**config.mk**
```make
export PLATFORM = sky130hd
export DESIGN_NAME = carry_subsystem_top
export DESIGN_NICKNAME = d
export VERILOG_FILES = /design/src/rtl/carry_pkg.sv /design/src/rtl/symbol_dispatcher.sv /design/src/rtl/carry_resolver.sv /design/src/rtl/lane_byte_merger.sv /design/src/rtl/carry_subsystem_top.sv
export VERILOG_INCLUDE_DIRS = /design/src /design/src/rtl
export SDC_FILE = /design/constraint.sdc
export NUM_CORES = 1
export LEC_CHECK = 0
export ABC_AREA = 1
export BUFFER_PORTS_ARGS = -buffer_cell sky130_fd_sc_hd__buf_4
export CORE_UTILIZATION = 60
export DETAILED_ROUTE_END_ITERATION = 12
export PLACE_DENSITY = 0.85
export REMOVE_ABC_BUFFERS = 1
export SYNTH_ARGS = -nofsm -noshare
export SYNTH_HDL_FRONTEND = slang
export SYNTH_SLANG_ARGS = --single-unit
```
**constraint.sdc**
```tcl
create_clock -name clk -period 5.2 [get_ports clk]
set_clock_uncertainty 0.1 [all_clocks]
set_input_delay 0.78 -clock clk [delete_from_list [all_inputs] [get_ports clk]]
set_output_delay 0.78 -clock clk [all_outputs]
set_load 0.01 [all_outputs]
```
**src/rtl/carry_defs.svh**
```systemverilog
// Carry resolution subsystem parameters
// Lane count, symbol and byte widths, run limit and queue sizing

`ifndef CARRY_DEFS_SVH
`define CARRY_DEFS_SVH

// Lanes and lane index width
`define N_LANES     4
`define LANE_W      2

// Symbol is carry bit on top of one byte
`define SYM_W       9
`define BYTE_W      8

// Longest countable 0xFF run and its counter width
`define MAX_RUN     6
`define RUN_W       3

// Merger queue per lane
`define QUEUE_DEPTH 16
`define QUEUE_AW    4

`endif

```
**src/rtl/carry_pkg.sv**
```systemverilog
// Carry resolution subsystem types
// Opcode carried with each strobe and the resolver FSM states

package carry_pkg;

    // Operation attached to an encoder strobe
    typedef enum logic [1:0] {
        OP_SYM   = 2'd0,
        OP_FLUSH = 2'd1,
        OP_NONE  = 2'd2
    } carry_op_t;

    // Resolver FSM
    // RES_HOLD may also carry a counted 0xFF run
    typedef enum logic [1:0] {
        RES_EMPTY = 2'd0,
        RES_HOLD  = 2'd1,
        RES_DRAIN = 2'd2
    } res_state_t;

endpackage

```
**src/rtl/symbol_dispatcher.sv**
```systemverilog
// Symbol dispatcher
// Registers encoder strobes and serializes symbol pairs onto one-hot lane strobes

`timescale 1ns/1ps
`include "carry_defs.svh"

module symbol_dispatcher
    import carry_pkg::*;
(
    input  logic                clk,
    input  logic                reset,
    input  logic                in_valid,
    input  logic [`LANE_W-1:0]  in_lane,
    input  carry_op_t           in_op,
    input  logic                in_pair,
    input  logic [`SYM_W-1:0]   in_sym_1,
    input  logic [`SYM_W-1:0]   in_sym_2,
    output logic [`N_LANES-1:0] lane_valid,
    output carry_op_t           lane_op,
    output logic [`SYM_W-1:0]   lane_sym
);

    // Second symbol of a pair waits here for one cycle
    logic                hold_valid;
    logic [`LANE_W-1:0]  hold_lane;
    logic [`SYM_W-1:0]   hold_sym;

    always_ff @(posedge clk) begin
        if (reset) begin
            lane_valid <= '0;
            hold_valid <= 1'b0;
        end else begin
            lane_valid <= '0;
            hold_valid <= 1'b0;
            if (in_valid) begin
                lane_valid[in_lane] <= 1'b1;
                hold_valid <= in_pair && (in_op == OP_SYM);
            end else if (hold_valid) begin
                lane_valid[hold_lane] <= 1'b1;
            end
        end
    end

    // Payload path
    always_ff @(posedge clk) begin
        if (in_valid) begin
            lane_op   <= in_op;
            lane_sym  <= in_sym_1;
            hold_lane <= in_lane;
            hold_sym  <= in_sym_2;
        end else if (hold_valid) begin
            lane_op  <= OP_SYM;
            lane_sym <= hold_sym;
        end
    end

    // A pair occupies two issue slots, so the next strobe must skip one cycle
    a_pair_spacing: assert property (@(posedge clk) disable iff (reset)
        hold_valid |-> !in_valid)
        else $error("dispatcher: strobe arrived while second symbol of a pair was pending");

endmodule

```
**src/rtl/carry_resolver.sv**
```systemverilog
// Carry resolver for one lane
// Holds one pending byte plus a counted 0xFF run and releases bytes once a later
// symbol settles the carry

`timescale 1ns/1ps
`include "carry_defs.svh"

module carry_resolver
    import carry_pkg::*;
(
    input  logic               clk,
    input  logic               reset,
    input  logic               sym_valid,
    input  carry_op_t          sym_op,
    input  logic [`SYM_W-1:0]  sym_value,
    output logic               rel_valid,
    output logic [`BYTE_W-1:0] rel_byte
);

    res_state_t          state;
    // State to enter once the run has been drained
    res_state_t          after_drain;
    logic [`BYTE_W-1:0]  held;
    logic [`RUN_W-1:0]   run;
    logic [`RUN_W-1:0]   drain_cnt;
    logic [`BYTE_W-1:0]  fill_byte;

    logic                sym_carry;
    logic [`BYTE_W-1:0]  sym_byte;
    logic                is_sym;
    logic                is_flush;
    logic                take_first;
    logic                grow_run;
    logic                resolve;
    logic                flush_hold;
    logic                draining;

    // ==================================================
    // Symbol decode
    // ==================================================
    assign sym_carry = sym_value[`SYM_W-1];
    assign sym_byte  = sym_value[`BYTE_W-1:0];
    assign is_sym    = sym_valid && (sym_op == OP_SYM);
    assign is_flush  = sym_valid && (sym_op == OP_FLUSH);

    assign take_first = (state == RES_EMPTY) && is_sym;
    // 0xFF without carry cannot settle anything yet
    assign grow_run   = (state == RES_HOLD) && is_sym &&
                        (sym_byte == {`BYTE_W{1'b1}}) && !sym_carry;
    assign resolve    = (state == RES_HOLD) && is_sym && !grow_run;
    assign flush_hold = (state == RES_HOLD) && is_flush;
    assign draining   = (state == RES_DRAIN);

    // ==================================================
    // Control FSM
    // ==================================================
    always_ff @(posedge clk) begin
        if (reset) begin
            state       <= RES_EMPTY;
            after_drain <= RES_EMPTY;
            run         <= '0;
            drain_cnt   <= '0;
            rel_valid   <= 1'b0;
        end else begin
            rel_valid <= 1'b0;
            case (state)
                RES_EMPTY: begin
                    if (take_first) begin
                        run   <= '0;
                        state <= RES_HOLD;
                    end
                end
                RES_HOLD: begin
                    if (grow_run) begin
                        run <= run + 1'b1;
                    end else if (resolve || flush_hold) begin
                        // Held byte goes out now, the run follows one byte per cycle
                        rel_valid   <= 1'b1;
                        drain_cnt   <= run;
                        run         <= '0;
                        after_drain <= resolve ? RES_HOLD : RES_EMPTY;
                        if (run != '0) begin
                            state <= RES_DRAIN;
                        end else begin
                            state <= resolve ? RES_HOLD : RES_EMPTY;
                        end
                    end
                end
                RES_DRAIN: begin
                    rel_valid <= 1'b1;
                    drain_cnt <= drain_cnt - 1'b1;
                    if (drain_cnt == {{(`RUN_W-1){1'b0}}, 1'b1}) begin
                        state <= after_drain;
                    end
                end
                default: begin
                    state <= RES_EMPTY;
                end
            endcase
        end
    end

    // ==================================================
    // Byte path
    // ==================================================
    always_ff @(posedge clk) begin
        // New byte is captured right away so it is ready when the drain ends
        if (take_first || resolve) begin
            held <= sym_byte;
        end
        if (resolve) begin
            rel_byte  <= held + {{(`BYTE_W-1){1'b0}}, sym_carry};
            // Carry turns every 0xFF in the run into 0x00
            fill_byte <= sym_carry ? {`BYTE_W{1'b0}} : {`BYTE_W{1'b1}};
        end else if (flush_hold) begin
            rel_byte  <= held;
            fill_byte <= {`BYTE_W{1'b1}};
        end else if (draining) begin
            rel_byte <= fill_byte;
        end
    end

    // ==================================================
    // Usage checks
    // ==================================================
    a_no_carry_when_empty: assert property (@(posedge clk) disable iff (reset)
        take_first |-> !sym_carry)
        else $error("resolver: carry arrived with no byte held");

    a_run_limit: assert property (@(posedge clk) disable iff (reset)
        grow_run |-> (run < `MAX_RUN))
        else $error("resolver: 0xFF run exceeds counter limit");

    a_idle_during_drain: assert property (@(posedge clk) disable iff (reset)
        draining |-> !sym_valid)
        else $error("resolver: strobe arrived while draining");

endmodule

```
**src/rtl/lane_byte_merger.sv**
```systemverilog
// Lane byte merger
// Queues released bytes per lane and drains them round-robin onto one byte output

`timescale 1ns/1ps
`include "carry_defs.svh"

module lane_byte_merger (
    input  logic                             clk,
    input  logic                             reset,
    input  logic [`N_LANES-1:0]              rel_valid,
    input  logic [`N_LANES-1:0][`BYTE_W-1:0] rel_byte,
    output logic                             out_valid,
    output logic [`LANE_W-1:0]               out_lane,
    output logic [`BYTE_W-1:0]               out_byte
);

    logic [`N_LANES-1:0]              avail;
    logic [`N_LANES-1:0]              not_empty;
    logic [`N_LANES-1:0][`BYTE_W-1:0] head_byte;
    logic [`LANE_W-1:0]               last_lane;
    logic [`LANE_W-1:0]               sel_lane;
    logic                             sel_any;

    // ==================================================
    // Per-lane circular queues
    // ==================================================
    genvar k;
    generate
        for (k = 0; k < `N_LANES; k++) begin : g_queue
            localparam logic [`LANE_W-1:0] LANE_ID = k;

            logic [`BYTE_W-1:0]   mem [`QUEUE_DEPTH];
            logic [`QUEUE_AW-1:0] wr_ptr;
            logic [`QUEUE_AW-1:0] rd_ptr;
            logic [`QUEUE_AW:0]   count;
            logic                 grant;
            logic                 push;
            logic                 pop_mem;

            assign not_empty[k] = (count != '0);
            assign avail[k]     = not_empty[k] || rel_valid[k];
            assign grant        = sel_any && (sel_lane == LANE_ID);
            assign pop_mem      = grant && not_empty[k];
            // An empty lane that wins the grant passes its new byte straight through
            assign push         = rel_valid[k] && !(grant && !not_empty[k]);
            assign head_byte[k] = not_empty[k] ? mem[rd_ptr] : rel_byte[k];

            always_ff @(posedge clk) begin
                if (reset) begin
                    wr_ptr <= '0;
                    rd_ptr <= '0;
                    count  <= '0;
                end else begin
                    if (push) begin
                        wr_ptr <= wr_ptr + 1'b1;
                    end
                    if (pop_mem) begin
                        rd_ptr <= rd_ptr + 1'b1;
                    end
                    case ({push, pop_mem})
                        2'b10:   count <= count + 1'b1;
                        2'b01:   count <= count - 1'b1;
                        default: count <= count;
                    endcase
                end
            end

            always_ff @(posedge clk) begin
                if (push) begin
                    mem[wr_ptr] <= rel_byte[k];
                end
            end

            a_no_overflow: assert property (@(posedge clk) disable iff (reset)
                (push && !pop_mem) |-> (count != `QUEUE_DEPTH))
                else $error("merger: write into full queue on lane %0d", k);
        end
    endgenerate

    // ==================================================
    // Round-robin pick, starting after the last lane served
    // ==================================================
    always_comb begin
        logic [`LANE_W-1:0] idx;
        sel_any  = 1'b0;
        sel_lane = last_lane;
        for (int i = 1; i <= `N_LANES; i++) begin
            idx = last_lane + i[`LANE_W-1:0];
            if (!sel_any && avail[idx]) begin
                sel_any  = 1'b1;
                sel_lane = idx;
            end
        end
    end

    always_ff @(posedge clk) begin
        if (reset) begin
            out_valid <= 1'b0;
            // Lane 0 gets the first turn
            last_lane <= '1;
        end else begin
            out_valid <= sel_any;
            if (sel_any) begin
                last_lane <= sel_lane;
            end
        end
    end

    always_ff @(posedge clk) begin
        out_lane <= sel_lane;
        out_byte <= head_byte[sel_lane];
    end

endmodule

```
**src/rtl/carry_subsystem_top.sv**
```systemverilog
// Carry resolution subsystem top
// Dispatcher feeding one carry resolver per lane, merged onto one byte stream

`timescale 1ns/1ps
`include "carry_defs.svh"

module carry_subsystem_top
    import carry_pkg::*;
(
    input  logic               clk,
    input  logic               reset,
    input  logic               in_valid,
    input  logic [`LANE_W-1:0] in_lane,
    input  carry_op_t          in_op,
    input  logic               in_pair,
    input  logic [`SYM_W-1:0]  in_sym_1,
    input  logic [`SYM_W-1:0]  in_sym_2,
    output logic               out_valid,
    output logic [`LANE_W-1:0] out_lane,
    output logic [`BYTE_W-1:0] out_byte
);

    // Dispatcher to resolvers
    logic [`N_LANES-1:0]              lane_valid;
    carry_op_t                        lane_op;
    logic [`SYM_W-1:0]                lane_sym;

    // Resolvers to merger
    logic [`N_LANES-1:0]              rel_valid;
    logic [`N_LANES-1:0][`BYTE_W-1:0] rel_byte;

    symbol_dispatcher u_dispatch (
        .clk        (clk),
        .reset      (reset),
        .in_valid   (in_valid),
        .in_lane    (in_lane),
        .in_op      (in_op),
        .in_pair    (in_pair),
        .in_sym_1   (in_sym_1),
        .in_sym_2   (in_sym_2),
        .lane_valid (lane_valid),
        .lane_op    (lane_op),
        .lane_sym   (lane_sym)
    );

    // Op and symbol are shared, lane_valid picks the resolver
    genvar k;
    generate
        for (k = 0; k < `N_LANES; k++) begin : g_lane
            carry_resolver u_resolver (
                .clk       (clk),
                .reset     (reset),
                .sym_valid (lane_valid[k]),
                .sym_op    (lane_op),
                .sym_value (lane_sym),
                .rel_valid (rel_valid[k]),
                .rel_byte  (rel_byte[k])
            );
        end
    endgenerate

    lane_byte_merger u_merge (
        .clk       (clk),
        .reset     (reset),
        .rel_valid (rel_valid),
        .rel_byte  (rel_byte),
        .out_valid (out_valid),
        .out_lane  (out_lane),
        .out_byte  (out_byte)
    );

endmodule

```
# Word-level counts from Yosys, hierarchy flattened
# Memory sizes are Yosys's and may differ from the RTL's. A register that Yosys moved wholly into a read port is not among the register bits.
# Cells that the tools add are included.
[op_classes] add_sub_neg=31 n_lt_le_gt_ge=9 n_eq_ne=45 mux=141 bitwise_logic=5 n_reduce_logical=135
[op_table] operator="$mux W8" n=26
[op_table] operator="$mux W3" n=20
[op_table] operator="$logic_and A1 B1 Y1" n=54
[op_table] operator="$mux W2" n=26
[op_table] operator="$pmux W3 S2" n=8
[op_table] operator="$mux W4" n=10
[op_table] operator="$pmux W5 S2" n=4
[op_table] operator="$reduce_and A3 Y1" n=12
[op_table] operator="$reduce_bool A2 Y1" n=17
[op_table] operator="$add A4 B1 Y4 const B" n=8
[op_table] operator="$add A8 B1 Y8" n=4
[op_table] operator="$mux W1" n=30
[op_table] operator="$ne A2 B2 Y1 const B" n=12
[op_table] operator="$pmux W2 S3" n=4
[op_table] operator="$reduce_bool A3 Y1" n=8
[op_table] operator="$lt A2 B3 Y1 const B" n=7
[op_table] operator="$add A5 B1 Y5 const B" n=4
[op_table] operator="$eq A2 B1 Y1 const B" n=10
[op_table] operator="$eq A2 B2 Y1 const B" n=10
[op_table] operator="$reduce_bool A5 Y1" n=4
[op_table] operator="$sub A5 B1 Y5 const B" n=4
[op_table] operator="$mux W9" n=2
[op_table] operator="$bmux W8 S2" n=1
[op_table] operator="$logic_not A1 Y1" n=16
[op_table] operator="17 further kinds" n=65
[word_totals] regBits=232 ramBits=512 in_bits=26 word_cells=424 memories=4
[mem_list] memory="u_merge.g_queue[0].mem" words=16 width=8 rd=1 rd_clocked_by_memory_dff=1 wr=1 line_no="lane_byte_merger.sv:32" text="logic [`BYTE_W-1:0] mem [`QUEUE_DEPTH];"
[mem_list] memory="u_merge.g_queue[1].mem" words=16 width=8 rd=1 rd_clocked_by_memory_dff=1 wr=1 line_no="lane_byte_merger.sv:32"
[mem_list] memory="u_merge.g_queue[2].mem" words=16 width=8 rd=1 rd_clocked_by_memory_dff=1 wr=1 line_no="lane_byte_merger.sv:32"
[mem_list] memory="u_merge.g_queue[3].mem" words=16 width=8 rd=1 rd_clocked_by_memory_dff=1 wr=1 line_no="lane_byte_merger.sv:32"

# Logic depth before layout (Yosys ltp)
# Gate-level depths: netlist of run 1.
[logic_depth] word_depth=21 mapped_depth=28 ltp_nobuf=28

# Hierarchy
# A second synthesis of run 1 with hierarchy kept.
[unflattened] cells_unflattened=2844 hier_area_um2=32393.6
[modules_own_cells] mod="lane_byte_merger" instances=1 cells_per_inst=2053 area_each_um2=24972.7 seq_area_each_um2=16996.3
[modules_own_cells] mod="carry_resolver" instances=4 cells_per_inst=176 area_each_um2=1595.3 seq_area_each_um2=710.7
[modules_own_cells] mod="symbol_dispatcher" instances=1 cells_per_inst=87 area_each_um2=1039.7 seq_area_each_um2=760.7

# Worst setup path before layout of run 1
# OpenSTA, ideal clock, no wires.
[synth_path] path_kind="register -> register" start="register u_merge.g_queue[0].count[0]" end="register u_merge.g_queue[2].count[4]" setup_ns=0.120 arrival_ns=3.133 t_required_ns=4.980 slack_ns=1.848 stages_incl_launch_ff=28 path_buffers=0 path_cell_list="dfxtp_1 nor2_1 nand2_1 nor2_8 nand3_2 nand2_2 nand2_2 nand2_4 nand2_2 nor2_4 nand2_1 nand2_4 nand2_4 nor2_4 nand2_4 inv_1 ha_1 xor2_1 ha_1 a21o_1 nand2_1 nand2_1 a21oi_1 inv_1 o21ai_0 a21oi_1 o21ai_0 a21oi_1"
[synth_between] elab_chain_len=21 word_cells_on_any_way=34 cone_classes="eq/ne: 3; mux: 17; reduce/logical: 14"
[synth_lines] item="from (decl)" line_no="lane_byte_merger.sv:35" text="logic [`QUEUE_AW:0] count;"
[synth_lines] item="from (signal assigned)" line_no="lane_byte_merger.sv:61" text="2'b10: count <= count + 1'b1;"
[synth_lines] item="from (signal assigned)" line_no="lane_byte_merger.sv:62" text="2'b01: count <= count - 1'b1;"
[synth_lines] item="from (signal assigned)" line_no="lane_byte_merger.sv:63" text="default: count <= count;"
[synth_lines] item="$reduce_bool A5 Y1 *" line_no="lane_byte_merger.sv:40" text="assign not_empty[k] = (count != '0);"
[synth_lines] item="$logic_or A1 B1 Y1 *" line_no="lane_byte_merger.sv:41" text="assign avail[k] = not_empty[k] || rel_valid[k];"
[synth_lines] item="$bmux W1 S2" line_no="lane_byte_merger.sv:89" text="if (!sel_any && avail[idx]) begin"
[synth_lines] item="$mux W1 (not written as such)" line_no="lane_byte_merger.sv:89"
[synth_lines] item="$mux W1" line_no="lane_byte_merger.sv:89"
[synth_lines] item="$logic_not A1 Y1" line_no="lane_byte_merger.sv:89"
[synth_lines] item="$logic_and A1 B1 Y1" line_no="lane_byte_merger.sv:89"
[synth_lines] item="$mux W1" line_no="lane_byte_merger.sv:89"
[synth_lines] item="[6 not listed]"
[synth_lines] item="via u_merge.sel_lane[1]" line_no="lane_byte_merger.sv:21" text="logic [`LANE_W-1:0] sel_lane;"
[synth_lines] item="$eq A2 B2 Y1 *" line_no="lane_byte_merger.sv:42" text="assign grant = sel_any && (sel_lane == LANE_ID);"
[synth_lines] item="$logic_and A1 B1 Y1 *" line_no="lane_byte_merger.sv:42"
[synth_lines] item="$logic_and A1 B1 Y1" line_no="lane_byte_merger.sv:45" text="assign push = rel_valid[k] && !(grant && !not_empty[k]);"
[synth_lines] item="$logic_not A1 Y1" line_no="lane_byte_merger.sv:45"
[synth_lines] item="$logic_and A1 B1 Y1" line_no="lane_byte_merger.sv:45"
[synth_lines] item="$eq A2 B1 Y1 or $eq A2 B2 Y1 (tied branches)" line_no="lane_byte_merger.sv:60" text="case ({push, pop_mem})"
[synth_lines] item="$pmux W5 S2 or $reduce_bool A2 Y1 (tied branches)"
[synth_lines] item="to (signal assigned)" line_no="lane_byte_merger.sv:61"
[synth_lines] item="to (signal assigned)" line_no="lane_byte_merger.sv:62"
[synth_lines] item="to (signal assigned)" line_no="lane_byte_merger.sv:63"
[synth_lines] item="to (decl)" line_no="lane_byte_merger.sv:35"
# Mark *: on every way through the listed nets, which the timed path passes. The rest lies on a longest branch. The select of a mux whose other input is x is not followed.
# A chain may end at the register's enable or synchronous reset.

# Final worst setup path of run 1
[layout_path] start="register u_merge.last_lane[0]" end="register u_merge.g_queue[3].count[4]"
[layout_between] elab_chain_len=20 word_cells_on_any_way=35 cone_classes="add/sub: 3; eq/ne: 3; mux: 17; reduce/logical: 12"
[layout_lines] item="from (decl)" line_no="lane_byte_merger.sv:20" text="logic [`LANE_W-1:0] last_lane;"
[layout_lines] item="from (signal assigned)" line_no="lane_byte_merger.sv:104" text="last_lane <= sel_lane;"
[layout_lines] item="$add A2 B1 Y2" line_no="lane_byte_merger.sv:88" text="idx = last_lane + i[`LANE_W-1:0];"
[layout_lines] item="$bmux W1 S2" line_no="lane_byte_merger.sv:89"
[layout_lines] item="$mux W1 (not written as such)" line_no="lane_byte_merger.sv:89"
[layout_lines] item="$mux W1" line_no="lane_byte_merger.sv:89"
[layout_lines] item="$logic_not A1 Y1" line_no="lane_byte_merger.sv:89"
[layout_lines] item="$logic_and A1 B1 Y1" line_no="lane_byte_merger.sv:89"
[layout_lines] item="$mux W1" line_no="lane_byte_merger.sv:89"
[layout_lines] item="$logic_not A1 Y1" line_no="lane_byte_merger.sv:89"
[layout_lines] item="[4 not listed]"
[layout_lines] item="$mux W2" line_no="lane_byte_merger.sv:89"
[layout_lines] item="$eq A2 B2 Y1" line_no="lane_byte_merger.sv:42"
[layout_lines] item="$logic_and A1 B1 Y1 *" line_no="lane_byte_merger.sv:42"
[layout_lines] item="$logic_and A1 B1 Y1" line_no="lane_byte_merger.sv:45"
[layout_lines] item="$logic_not A1 Y1" line_no="lane_byte_merger.sv:45"
[layout_lines] item="$logic_and A1 B1 Y1" line_no="lane_byte_merger.sv:45"
[layout_lines] item="$eq A2 B1 Y1 or $eq A2 B2 Y1 (tied branches)" line_no="lane_byte_merger.sv:60"
[layout_lines] item="$pmux W5 S2 or $reduce_bool A2 Y1 (tied branches)"
[layout_lines] item="to (signal assigned)" line_no="lane_byte_merger.sv:61"
[layout_lines] item="to (signal assigned)" line_no="lane_byte_merger.sv:62"
[layout_lines] item="to (signal assigned)" line_no="lane_byte_merger.sv:63"
[layout_lines] item="to (decl)" line_no="lane_byte_merger.sv:35"
# Every way passes the cells marked *; elsewhere a longest branch is shown, timed or not. The select of a mux whose other input is x is not followed.

==> results of run 1 <==
[power groups by stage]
stage	clock (mW)	sequential [mW]	combinational [mW]
2_1_floorplan	0	7.46	4.08
3_3_place_gp	0	7.65	5.39
3_5_place_dp	0	7.70	5.58
4_1_cts	5.17	7.58	5.65
5_1_grt	5.38	7.65	6.18
6_report	5.12	7.59	5.74
[metrics by stage]
step	power, mW	setup WS, ns	instance area, um2
final	18.44	1.060	35030
after global routing	19.22	0.7917	35030
after CTS	18.40	1.100	35030
after detailed placement	13.28	1.147	32720
after global placement	13.04	1.367	32720
after floorplan	11.54	1.814	31530
[cell usage after synthesis (8+ instances only)]
master and count:
edfxtp_1 602, inv_1 293, nand2_1 261, o21ai_0 225, a21oi_1 222, nor2_1 175, o211ai_1 144, nand3_1 139
dfxtp_1 126, mux2i_1 124, clkbuf_1 95, ha_1 76, xor2_1 52, a31oi_1 32, nand2_4 26, nand2_2 15
nor2_2 10, a211oi_1 9, nand4_1 9, buf_2 8
[worst min path at each step]
stage,start,to,slack (ns),cells after the start
finish,in_sym_2[0],u_dispatch.hold_sym[0]$_DFFE_PP_,0.23,1
CTS,in_sym_2[0],u_dispatch.hold_sym[0]$_DFFE_PP_,0.21,1
floorplan,u_merge.g_queue[2].count[4]$_SDFFE_PP0P_,u_merge.g_queue[2].count[4]$_SDFFE_PP0P_,0.33,1
global placement,u_merge.g_queue[0].count[4]$_SDFFE_PP0P_,u_merge.g_queue[0].count[4]$_SDFFE_PP0P_,0.34,1
global route,in_sym_2[0],u_dispatch.hold_sym[0]$_DFFE_PP_,0.22,1
detailed placement,u_merge.g_queue[1].count[4]$_SDFFE_PP0P_,u_merge.g_queue[1].count[4]$_SDFFE_PP0P_,0.35,1
[registers in the layout, summed over array words and instances, names as in the netlist, 8 cells and up, named ones only]
signal	flops
g_lane.u_resolver.run	12
g_lane.u_resolver.state	8
u_dispatch.lane_sym	9
g_lane.u_resolver.held	32
u_merge.out_byte	8
g_lane.u_resolver.rel_byte	32
u_dispatch.hold_sym	9
u_merge.g_queue.count	20
u_merge.g_queue.mem	512
u_merge.g_queue.wr_ptr	16
u_merge.g_queue.rd_ptr	16
g_lane.u_resolver.drain_cnt	12
[cell families (layout without fill, tap and decap cells)]
family | Yosys count | count (layout) | synth area share
flip-flops | 728 | 728 | 0.6444
AND/OR/NAND/NOR | 672 | 672 | 0.1021
AO/OA/AOI/OAI | 659 | 659 | 0.1183
buffers and inverters | 418 | 476 | 0.05034
multiplexers | 124 | 124 | 0.03883
adder cells (fa/ha/maj) | 76 | 76 | 0.02975
XOR/XNOR | 57 | 57 | 0.01620
[metal layers]
layer / wire length (um) / vias up / GRT usage
li1: - / 9736 / -
met1: 27750 / 9966 / 0.3450
met2: 33380 / 1074 / 0.4213
met3: 5927 / 183 / 0.03799
met4: 2562 / 0 / 0.1085
met5: 0 / - / 0
[cell type report]
cell class / instances / area [um2]
well taps: 688 / 860.8
flip-flops and latches: 728 / 20610
fillers: 3503 / 17520
multi-input cells: 1588 / 9757
inverters: 307 / 1175
clock inverters: 30 / 344.1
repair buffers: 41 / 307.8
clock buffers: 98 / 1971
==> flow_metrics.env, run 1 <==
export IMPL_die_h_um=232.8
export IMPL_ys_warnings_count=0
export IMPL_endpoint_kind="flop"
export IMPL_routedWlPerCell_um=20.01
export IMPL_timing_final_crit_share=0.7962
export IMPL_final_cell_mix="edfxtp_1, inv_1, nand2_1, o21ai_0, a21oi_1"
export IMPL_numCtsBuffers=71
export IMPL_cts_tree="done"
export IMPL_slowest_stage="dfxtp_1"
export IMPL_path_max_fanout=8
export IMPL_cts_hold_buf=0
export IMPL_grt_pass1_wl_um=107800
export IMPL_critPathLaunchType="flop"
export IMPL_insertedDiodeCount=0
export IMPL_post_cts_resized=0
export IMPL_dieArea_mm2=0.05420
export IMPL_p_sw_mw=6.791
export IMPL_endpoint="u_merge.g_queue[3].count[4]$_SDFFE_PP0P_"
export IMPL_initial_utilization=0.6083
export IMPL_cp_depth=22
export IMPL_first_global_vias=20011
export IMPL_syn2layout_area_growth_pct=9.586
export IMPL_power_density_mw_per_mm2=526.5
export IMPL_htreeDepth=3
export IMPL_cts_sinks=728
export IMPL_ant_nets=0
export IMPL_antenna_found_initial=0
export IMPL_synth_edf_count=602
export IMPL_synth_top_cell_area_share=0.5655
export IMPL_ys_seq_area_frac=0.6444
export IMPL_reg2regPathDepth=22
export IMPL_path_clk_slew_ns=0.06
export IMPL_tns_ns=0
export IMPL_dpl_cell_count=3352
export IMPL_worst_path_buf_inv=3
export IMPL_via_count=20959
export IMPL_seqPwrFrac=0.411
export IMPL_finalWirelength_um=69620
export IMPL_async_reset_ff_frac=0
export IMPL_netlist_instances=2734
export IMPL_hold_class="primary input to flop"
export IMPL_die_x_um=232.8
export IMPL_detail_route_iter0_violations=2717
export IMPL_first_pass_iters=6
export IMPL_synth_area_leaders="edfxtp_1, dfxtp_1, mux2i_1"
export IMPL_coreArea_mm2=0.05255
export IMPL_cts_root_buf="clkbuf_16"
export IMPL_drive_above_1_share=0.08847
export IMPL_track_usage=0.2576
export IMPL_final_common_cell="edfxtp_1"
export IMPL_hold_viol_final=0
export IMPL_place_hpwl_um=43960
export IMPL_gp_congestion=0.8873
export IMPL_reg2reg_to="u_merge.g_queue[3].count[4]$_SDFFE_PP0P_"
export IMPL_peakVddDrop_v=0.0004349
export IMPL_fin_crit_ns=4.140
export IMPL_whs_ns=0.2311
export IMPL_clk_latency_ns=0.62
export IMPL_rsz0062_at_grt="no"
export IMPL_crit_path_start="u_merge.last_lane[0]$_SDFFE_PP1N_"
export IMPL_port_buffers=36
export IMPL_r2r_setup_slack_ns=1.06
export IMPL_grt_overflow=0
export IMPL_synth_distinct_cells=49
export IMPL_num_rows=84
export IMPL_postCtsSetupRepairBufs=0
export IMPL_swShare=0.3682
export IMPL_leakage_nw=12.73
export IMPL_reg2reg_from="u_merge.last_lane[0]$_SDFFE_PP1N_"
export IMPL_maxCapViolCount=0
export IMPL_drc=0
export IMPL_pwr_share_comb=0.311
export IMPL_synth_area_mm2=0.03197
export IMPL_intPower_mw=11.65
export IMPL_io_pins=37
export IMPL_path_class="flop to flop"
export IMPL_fmax_ghz=0.2415
export IMPL_tightest_slew_ns=1.114
export IMPL_fin_util=0.6666
export IMPL_grt_max_degree=101
export IMPL_synth_top_area_cell="edfxtp_1"
export IMPL_worstPathRequired_ns=5.60
export IMPL_slowest_delay_ns=0.62
export IMPL_slew_limit_headroom=0.2571
export IMPL_finalSetupViolations=0
export IMPL_fin_cells=3480
export IMPL_worstPathArrival_ns=4.54
export IMPL_clockBufferDepth=3
export IMPL_power_frac_clock=0.278
export IMPL_status="complete, no violations"
export IMPL_crit_chain="inv_1, nand3_1, nand2_2, o21ai_0, nand3_2, nand2_4, nand2_8, nor2_8, nand3_4, inv_2, ha_1, xor2_1, ha_1, a21o_1, nand2_1, nand2_1, a21oi_1, inv_1, o21ai_0, a21oi_1, o21ai_0, a21oi_1"
export IMPL_avgSynthCellArea_um2=11.69
export IMPL_ys_ff_latch=728
export IMPL_nets=2839
export IMPL_critical_path_top_delay_family="simple AND/OR/NAND/NOR gates"
export IMPL_synth_ff_type="edfxtp_1"
export IMPL_maxSlewViolCount=0
export IMPL_viasPerCell=6.023
Power figures use the tool's default switching activity.
==> run 2, diff against run 1 <==
Clock period 5.2 ns to 3.9 ns, I/O delays scaled along.
==> run 2 against run 1 <==
Via count rose by 0.29%. Sequential share of layout area down 0.56 points. Largest cell class unchanged. Cell area rose by 0.96%. Non-clock buffer count is 29 higher. Worst setup slack worse by 0.94 ns. First-iteration DRC count decreased by 2.9%.
==> flow_metrics.env, run 2 (same netlist as run 1, synthesis figures left out) <==
export IMPL_intPower_mw=15.99
export IMPL_p_sw_mw=9.293
export IMPL_clockBufferDepth=3
export IMPL_multi_input_area_mm2=0.009859
export IMPL_leakage_nw=12.88
export IMPL_port_buffers=36
export IMPL_path_clk_slew_ns=0.06
export IMPL_regArea_mm2=0.02062
export IMPL_drive_above_1_share=0.1013
export IMPL_timing_final_crit_share=0.9698
export IMPL_path_class="flop to flop"
export IMPL_via_count=21019
export IMPL_worstPathArrival_ns=4.16
export IMPL_regMostFlops="u_merge.g_queue.mem"
export IMPL_final_common_cell="edfxtp_1"
export IMPL_cts_root_buf="clkbuf_16"
export IMPL_cts_hold_buf=0
export IMPL_syn2layout_area_growth_pct=10.64
export IMPL_tightest_slew_ns=1.098
export IMPL_endpoint_kind="flop"
export IMPL_grt_max_degree=101
export IMPL_worst_path_buf_inv=1
export IMPL_io_pins=37
export IMPL_nets=2869
export IMPL_fmax_ghz=0.2644
export IMPL_track_usage=0.2583
export IMPL_seqPwrFrac=0.397
export IMPL_n_fill_cell=3544
export IMPL_pwr_share_comb=0.334
export IMPL_path_max_fanout=8
export IMPL_grt_overflow=0
export IMPL_htreeDepth=3
export IMPL_detail_route_iter0_violations=2639
export IMPL_gp_congestion=0.9657
export IMPL_slew_limit_headroom=0.2681
export IMPL_critical_path_top_delay_family="simple AND/OR/NAND/NOR gates"
export IMPL_critPathLaunchType="flop"
export IMPL_hold_viol_final=0
export IMPL_tns_ns=0
export IMPL_drc=0
export IMPL_die_x_um=232.8
export IMPL_reg2reg_from="u_merge.g_queue[3].count[0]$_SDFFE_PP0P_"
export IMPL_dieArea_mm2=0.05420
export IMPL_antenna_found_initial=0
export IMPL_crit_path_start="u_merge.g_queue[3].count[0]$_SDFFE_PP0P_"
export IMPL_peakVddDrop_v=0.0006955
export IMPL_place_hpwl_um=44830
export IMPL_cts_sinks=728
export IMPL_swShare=0.3676
export IMPL_cts_tree="done"
export IMPL_post_place_ws_ns=0.05604
export IMPL_power_frac_clock=0.269
export IMPL_finalSetupViolations=0
export IMPL_ant_nets=0
export IMPL_initial_utilization=0.6083
export IMPL_setup_ws_ns=0.1176
export IMPL_worstPathRequired_ns=4.28
export IMPL_fin_util=0.6730
export IMPL_slowest_delay_ns=0.36
export IMPL_viasPerCell=5.988
export IMPL_power_density_mw_per_mm2=714.7
export IMPL_numCtsBuffers=72
export IMPL_first_global_vias=20406
export IMPL_hold_start="in_sym_2[0]"
export IMPL_finalPower_mw=25.28
export IMPL_slowest_stage="dfxtp_1"
export IMPL_insertedDiodeCount=0
export IMPL_fin_crit_ns=3.782
export IMPL_final_cell_mix="edfxtp_1, inv_1, nand2_1, o21ai_0, a21oi_1"
export IMPL_status="complete, no violations"
export IMPL_die_h_um=232.8
export IMPL_first_pass_iters=6
export IMPL_grt_pass1_wl_um=108800
export IMPL_num_rows=84
export IMPL_maxCapViolCount=0
export IMPL_routedWlPerCell_um=20.02
export IMPL_reg_largest_list="u_merge.g_queue.mem: 512 flops, g_lane.u_resolver.held: 32 flops, g_lane.u_resolver.rel_byte: 32 flops"
export IMPL_finalWirelength_um=70270
export IMPL_clk_latency_ns=0.61
export IMPL_largest_reg_flops=512
export IMPL_whs_ns=0.04238
export IMPL_hold_class="primary input to flop"
export IMPL_coreArea_mm2=0.05255
export IMPL_maxSlewViolCount=0
export IMPL_rsz0062_at_grt="yes"
==> run 2: layout make-up <==
| class | count | share of cell area |
|---|---|---|
| sequential | 728 | 0.5829 |
| multi-input combinational | 1588 | 0.2788 |
| clock buffer | 93 | 0.05643 |
| inverter | 307 | 0.03343 |
| tap | 688 | 0.02434 |
| timing repair buffer | 70 | 0.01521 |
| clock inverter | 36 | 0.008880 |
==> run 2: repair_timing <==
action	in CTS	in global routing
endpoints found under the hold margin	0	0
buffers inserted	0	16
gates resized for setup	1	28
pin swaps	0	12
endpoints found under the setup margin	1	4
==> run 2: final timing paths <==
check | endpoint | slack (ns) | depth (start not counted)
max | u_merge.g_queue[1].count[4]$_SDFFE_PP0P_ | 0.12 | 25
min | u_dispatch.hold_sym[0]$_DFFE_PP_ | 0.04 | 1
max reg2reg | u_merge.g_queue[1].count[4]$_SDFFE_PP0P_ | 0.12 | 25
min reg2reg | g_lane[2].u_resolver.drain_cnt[2]$_SDFFE_PP0P_ | 0.40 | 2
==> run 2: power by group through the flow <==
stage	clock, mW	sequential, mW	combinational (mW)
global placement	0	10.1	7.29
finish	6.81	10.0	8.44
global route	7.14	10.1	9.04
floorplan	0	9.95	5.44
detailed placement	0	10.2	7.57
CTS	6.85	10.0	7.68
==> run 2: layer usage <==
layer  up-vias  part of all wire  GRT usage
met3       167             0.081    0.03762
met4         0             0.032     0.1027
met5         -                 0          0
met2      1063              0.49     0.4275
met1      9987              0.40     0.3441
li1       9802                 -          -
==> run 2: stage by stage <==
stage | cell area (um2) | std cells
3_5_place_dp | 32810 | 3365
4_1_cts | 35120 | 3494
6_report | 35370 | 3510
3_3_place_gp | 32810 | 3365
5_1_grt | 35370 | 3510
2_1_floorplan | 31530 | 2623
==> run 2: worst register-to-register path: stages (launching register included) <==
cell and delay, ns:
dfxtp_1 0.36, nor2_2 0.13, nand2_1 0.10, nor2_4 0.20, nand3_2 0.11, nand2_2 0.11
nand2_2 0.08, nand2_4 0.11, nand3_2 0.14, nand2_4 0.13, nand2_8 0.10, nor2_8 0.21
nand3_4 0.12, nand2_4 0.14, ha_4 0.20, xor2_2 0.09, ha_1 0.20, a21o_1 0.17
nand2_1 0.07, nand2_1 0.05, a21oi_1 0.14, inv_1 0.08, o21ai_0 0.22, a21oi_2 0.07
o21ai_1 0.15, a21oi_1 0.07
